## config.mk

```make
export PLATFORM = sky130hd
export DESIGN_NAME = register_file_ctx
export DESIGN_NICKNAME = d
export VERILOG_FILES = /design/src/verilog/core_pkg.sv /design/src/verilog/register_file_ff.sv /design/src/verilog/register_file_ctx.sv
export SDC_FILE = /design/constraint.sdc
export NUM_CORES = 2
export LEC_CHECK = 0
export BUFFER_PORTS_ARGS = -buffer_cell sky130_fd_sc_hd__buf_2
export CORE_MARGIN = 5
export CORE_UTILIZATION = 25
export DETAILED_ROUTE_END_ITERATION = 8
export SLEW_MARGIN = 0
export SYNTH_ARGS = -nofsm -noshare
export SYNTH_HDL_FRONTEND = slang
export SYNTH_HIERARCHICAL = 1
export SYNTH_SLANG_ARGS = --single-unit
```

## constraint.sdc

```tcl
create_clock -name clk_i -period 4.2 [get_ports clk_i]
set_input_delay 0.63 -clock clk_i [delete_from_list [all_inputs] [get_ports clk_i]]
set_output_delay 0.63 -clock clk_i [all_outputs]
set_load 0.05 [all_outputs]
```

## src/verilog/core_pkg.sv

```systemverilog
// Core storage package
// Widths, counts and types shared by the register file contexts,
// the instruction cache RAMs and the storage top level

package core_pkg;

  ////////////////////////////////////////////////////////////////////////////
  // Register file
  ////////////////////////////////////////////////////////////////////////////

  localparam int unsigned RegDataW = 32;
  localparam int unsigned NumRegs  = 32;
  localparam int unsigned RegAddrW = $clog2(NumRegs);

  // Main context plus one alternate copy
  localparam int unsigned NrRegCtx = 2;

  typedef logic [RegAddrW-1:0] reg_addr_t;
  typedef logic [RegDataW-1:0] reg_data_t;

  typedef enum logic [$clog2(NrRegCtx)-1:0] {
    RegCtxMain = 1'b0,
    RegCtxAlt  = 1'b1
  } reg_ctx_e;

  ////////////////////////////////////////////////////////////////////////////
  // Instruction cache RAMs
  ////////////////////////////////////////////////////////////////////////////

  localparam int unsigned IcNumWays  = 2;
  localparam int unsigned IcNumLines = 64;
  localparam int unsigned IcIndexW   = $clog2(IcNumLines);

  // Valid bit sits in the top bit of the tag
  localparam int unsigned IcTagW     = 22;

  // Two 32-bit bus beats per line
  localparam int unsigned IcLineW    = 64;

  typedef logic [IcIndexW-1:0]  ic_index_t;
  typedef logic [IcTagW-1:0]    ic_tag_t;
  typedef logic [IcLineW-1:0]   ic_line_t;
  typedef logic [IcNumWays-1:0] ic_way_mask_t;

endpackage

```

## src/verilog/register_file_ff.sv

```systemverilog
// Flip-flop register file
// 31 stored words with two combinational read ports and one write port;
// x0 is not stored and always reads zero

`timescale 1ns/100ps

module register_file_ff import core_pkg::*; (
  input  logic      clk_i,
  input  logic      rst_ni,

  // Read port A
  input  reg_addr_t raddr_a_i,
  output reg_data_t rdata_a_o,

  // Read port B
  input  reg_addr_t raddr_b_i,
  output reg_data_t rdata_b_o,

  // Write port
  input  reg_addr_t waddr_i,
  input  reg_data_t wdata_i,
  input  logic      we_i
);

  // Word 0 is the hardwired zero register
  reg_data_t rf_words [NumRegs];

  assign rf_words[0] = '0;

  ////////////////////////////////////////////////////////////////////////////
  // Storage for x1 to x31
  ////////////////////////////////////////////////////////////////////////////

  for (genvar i = 1; i < NumRegs; i++) begin : gen_words
    logic      word_we;
    reg_data_t word_q;

    // Write address decode
    assign word_we = we_i && (waddr_i == reg_addr_t'(i));

    always_ff @(posedge clk_i or negedge rst_ni) begin
      if (!rst_ni) begin
        word_q <= '0;
      end else if (word_we) begin
        word_q <= wdata_i;
      end
    end

    assign rf_words[i] = word_q;
  end

  // Read muxes
  assign rdata_a_o = rf_words[raddr_a_i];
  assign rdata_b_o = rf_words[raddr_b_i];

endmodule

```

## src/verilog/register_file_ctx.sv

```systemverilog
// Register file contexts
// One flip-flop register file per context; the context select steers
// the write enable and picks the read data for both ports

`timescale 1ns/100ps

module register_file_ctx import core_pkg::*; (
  input  logic      clk_i,
  input  logic      rst_ni,

  input  reg_ctx_e  ctx_sel_i,

  // Read ports
  input  reg_addr_t raddr_a_i,
  output reg_data_t rdata_a_o,
  input  reg_addr_t raddr_b_i,
  output reg_data_t rdata_b_o,

  // Write port
  input  reg_addr_t waddr_i,
  input  reg_data_t wdata_i,
  input  logic      we_i
);

  logic      we_ctx      [NrRegCtx];
  reg_data_t rdata_a_ctx [NrRegCtx];
  reg_data_t rdata_b_ctx [NrRegCtx];

  for (genvar r = 0; r < NrRegCtx; r++) begin : gen_ctx
    // Unselected contexts keep their contents
    assign we_ctx[r] = we_i && (ctx_sel_i == reg_ctx_e'(r));

    register_file_ff u_register_file (
      .clk_i    (clk_i),
      .rst_ni   (rst_ni),
      .raddr_a_i(raddr_a_i),
      .rdata_a_o(rdata_a_ctx[r]),
      .raddr_b_i(raddr_b_i),
      .rdata_b_o(rdata_b_ctx[r]),
      .waddr_i  (waddr_i),
      .wdata_i  (wdata_i),
      .we_i     (we_ctx[r])
    );
  end

  ////////////////////////////////////////////////////////////////////////////
  // Read selection
  ////////////////////////////////////////////////////////////////////////////

  assign rdata_a_o = rdata_a_ctx[ctx_sel_i];
  assign rdata_b_o = rdata_b_ctx[ctx_sel_i];

endmodule

```

==> Yosys cells after proc, flatten, opt, wreduce, memory -nomap -nowiden <==
Cells that the tools add are included.
Widths: inputs -> output; s select.
{ "word_totals": {"wordCells": 182, "out_inout_bits": 64, "regBits": 1984} }
{ "classes": {"muxes": 18, "bitwise_logic": 4, "n_reduce_logical": 64, "n_lt_le_gt_ge": 3, "n_eq_ne": 31} }
{ "ops": {"columns": ["op", "count"], "rows": [
  ["$bmux 32 s5", 4],
  ["$mux 32", 14],
  ["$eq 5x5->1 const B", 16],
  ["$logic_and 1x1->1", 64],
  ["$eq 5x4->1 const B", 8],
  ["$eq 5x3->1 const B", 4],
  ["$ge 6x6->1 const B", 2],
  ["$not 5->6", 2],
  ["$eq 5x2->1 const B", 2],
  ["$eq 5x1->1 const B", 1],
  ["$ge 2x2->1 const B", 1],
  ["$not 1->2", 1],
  ["$not 1->1", 1]
]} }

==> Logic depth before layout (Yosys ltp) <==
{ "depth": {"depth_word": 7, "mapped_depth": 10, "ltp_nobuf": 5} }

==> Modules after synthesis <==
The synthesis kept the hierarchy.
{ "by_module_without_submodules": {"columns": ["mod", "area_each_um2", "n_inst", "cells_per_inst"], "rows": [
  ["register_file_ff", 53194.8, 2, 3639],
  ["register_file_ctx", 942.2, 1, 73]
]} }

==> Worst setup path before layout <==
No wires, ideal clock.
{ "synth_timing": {"path_kind": "input port to output port", "from": "in raddr_b_i[0]", "to": "out rdata_b_o[10]", "cell_stages": 8, "arrival_ns": 2.503, "setup_slack_ns": 1.067, "path_cell_list": "buf_2 -> buf_6 -> buf_2 -> mux4_2 -> a22o_1 -> o21ai_1 -> o31ai_1 -> mux2_4"} }
{ "synth_rtl": {"columns": ["element", "line_no", "text"], "rows": [
  ["start: declaration", "register_file_ctx.sv:16", "input reg_addr_t raddr_b_i,"],
  ["end: declaration", "register_file_ctx.sv:17", "output reg_data_t rdata_b_o,"]
]} }

==> impl_metrics.ini <==
[outcome]
outcome = finished with violations
violations = setup timing

[placement]
placed_area_um2 = 117900
gp_congestion = 0.8476
portBuffers = 114
post-dp-hpwl_um = 240800
dp_slack_ns = 0.007738

[floorplanning]
die-area_um2 = 442500
rows = 240
die_y_um = 665.2
start_util_pct = 25.10
coreArea_um2 = 427600
fp.dieW_um = 665.2
ios = 115

[clocking]
cts_buffers = 214
post_cts_buffers = 0
tritoncts = done
clock_sinks = 1984
h-tree-depth = 4
clock_latency_ns = 0.88
clockBufferDepth = 4
clkTransAtPathRegs_ns = 0.06
cts_root_buffer = clkbuf_16

[setup_path]
worstSetupStartpoint = raddr_a_i[0]
worstSetupPathType = in2out
start_kind = input pin
slowest_stage = mux4_2
cp_data_arrival_time_ns = 3.58
worstPathRequired_ns = 3.57
cpMostUsedCell = buf_12
cp-end-kind = output pin
critPathMaxFanout = 31
crit_chain = buf_8 -> buf_12 -> buf_12 -> mux4_2 -> a22o_1 -> o21ai_1 -> o31ai_1 -> mux2_4 -> buf_12
slowest_delay_ns = 0.55

[timing]
rsz0062_at_grt = no
hold_viol = 0
drv_slew = 0
max_freq_ghz = 0.2376
period_minus_slack_ns = 4.210
fin_ws_ns = -0.009619
skew_ns = 0
worstMarginPinSlew_ns = 1.390
setup_viol = 1
hold_slack_ns = 0.1327
relSlewSlack_pct = 7.361
period_share_pct = 100.2

[logic_synthesis]
synth_top_family_by_area = multiplexers
syn_area_per_cell_um2 = 14.60
yosysUniqueCellTypes = 33
synth-compound-area-share_pct = 6.267
netlist_instances = 7351
syn_nets = 7402
synth-xor-area-share_pct = 0
synthAdderAreaFrac_pct = 0
synth-seq-cells = 1984
ys_warn_count = 6
synth.largest_area_cell = dfrtp_1
netlist.area_leader.share_pct = 46.26
synth_mux_area_share_pct = 42.06
syn-cell-area_um2 = 107300
ys_seq_area_share_pct = 46.26
synth-simple-area-share_pct = 1.807
yosys-top-cells-area = dfrtp_1 46%, mux2_2 21%, mux4_2 16%

[final_layout]
drive_above_1_share_pct = 51.57
top_register = gen_ctx.u_register_file/gen_words.word_q
syn2layout_area_growth_pct = 16.45
fillers = 42430
final_area_um2 = 125000
final_common_cell = mux2_2
largest_reg_flops = 1984
register_area_um2 = 49650
reg_top3 = gen_ctx.u_register_file/gen_words.word_q (1984)
fin_nets = 7377
final_cell_mix = 2,046 x mux2_2, 1,984 x dfrtp_1, 768 x mux4_2, 384 x a22o_1, 333 x buf_4
multi_input_area_um2 = 54260

[drt]
vias_per_cell = 5.414
first_pass_iters = 6
ant_nets = 0
drt_iter0_markers = 7126
wl_um = 377100
wl_per_cell_um = 28.59
drc = 0
num_vias = 71420

[power_and_ir_drop]
pwr-share-seq_pct = 44.2
p_sw_mw = 14.83
p_clk_share_pct = 36.3
switching_share_pct = 27.78
p_comb_share_pct = 19.4
vdd_ir_drop_max_mv = 0.3237
cellPowerDensity_nw_per_um2 = 427.2
p_leak_nw = 54.49
p_int_mw = 38.56

[worst_hold_path]
worst_hold_startpoint = wdata_i[5]
hold_class = in2reg

[job]
cap_violations = 0

[grt]
grt_pass1_vias = 75240
grt_overflow_total = 0
antenna_found_initial = 25
track_usage_pct = 16.56
grt_pass1_wl_um = 550200
grt_max_degree = 140
==> critical path: cells and delay by family <==
kind / cells / cell delay (ns)
AOI/OAI and AO/OA: 3 / 0.96
buffers and inverters: 4 / 0.93
muxes: 2 / 0.97
==> logic make-up (layout without fill, tap and decap cells) <==
| kind of cell | after synthesis | after routing |
|---|---|---|
| DFF | 1984 | 1984 |
| AOI/OAI and AO/OA | 896 | 896 |
| other | 0 | 10 |
| buffers and inverters | 827 | 970 |
| muxes | 3264 | 3264 |
| and+or+nand+nor | 380 | 380 |
==> what timing repair did <==
action | 4_1_cts | 5_1_grt
gates resized for setup | 0 | 1
endpoints found under the hold margin | 72 | 0
hold buffers | 1 | 0
setup endpoints to repair | 0 | 1
==> power groups by stage <==
stage / logic (mW) / clock network (mW) / registers [mW]
finish: 10.4 / 19.4 / 23.6
global route: 11.0 / 20.5 / 23.9
CTS: 10.4 / 19.7 / 23.6
detailed placement: 10.4 / 0 / 23.9
global placement: 10.1 / 0 / 23.7
floorplan: 7.01 / 0 / 23.2
==> layout make-up <==
class / count / area share, %
Antenna cell: 10 / 0.02002
Clock buffer: 307 / 4.983
Clock inverter: 77 / 0.6767
Inverter: 4 / 0.01301
Multi-Input combinational cell: 4540 / 43.41
Sequential cell: 1984 / 39.72
Tap cell: 5687 / 5.693
Timing Repair Buffer: 582 / 5.480
==> synthesized netlist by cell type <==
cell,instances
a211oi_1,128
a22o_1,384
and2_1,69
and3_1,64
buf_1,32
buf_2,282
buf_4,56
buf_6,27
clkbuf_1,424
clkbuf_2,2
dfrtp_1,1984
inv_1,2
inv_2,2
mux2_1,92
mux2_2,2046
mux2_4,38
mux2i_1,320
mux4_2,768
nand2_1,158
nand2b_1,10
nand3_1,2
nand4_1,2
nand4b_1,6
nor2_1,30
nor2b_1,21
nor3_1,6
nor3b_1,2
nor3b_2,2
nor4_2,2
o21ai_1,128
o22ai_1,128
o31ai_1,128
or3_1,6
==> worst paths after layout <==
| path | endpoint | slack (ns) | cells past startpoint |
|---|---|---|---|
| max | rdata_a_o[30] | -0.01 | 9 |
| min | flip-flop | 0.13 | 2 |
| max reg2reg | flip-flop | 3.29 | 1 |
| min reg2reg | flip-flop | 0.51 | 1 |
| max in group asynchronous | asynchronous set/reset pin | 2.41 | 3 |
| min in group asynchronous | asynchronous set/reset pin | 0.33 | 2 |
==> stage by stage <==
step	TNS (ns)	utilization, %	power, mW	instances
final	-0.009619	29.23	53.39	13190
after global routing	0	29.23	55.37	13190
after CTS	0	29.22	53.69	13180
after detailed placement	0	27.57	34.26	12800
after global placement	-0.01430	27.57	33.76	12800
after floorplan	0	-	30.17	7351
==> routing by layer <==
layer	track usage (%)	vias to the layer above	share of wire [%]
met3	2.945	768	7.7
met5	0	-	0.0034
met1	22.29	38770	41
li1	-	28440	-
met2	26.11	3431	46
met4	7.224	2	5.0
No activity file was read; power rests on OpenSTA's default activity.
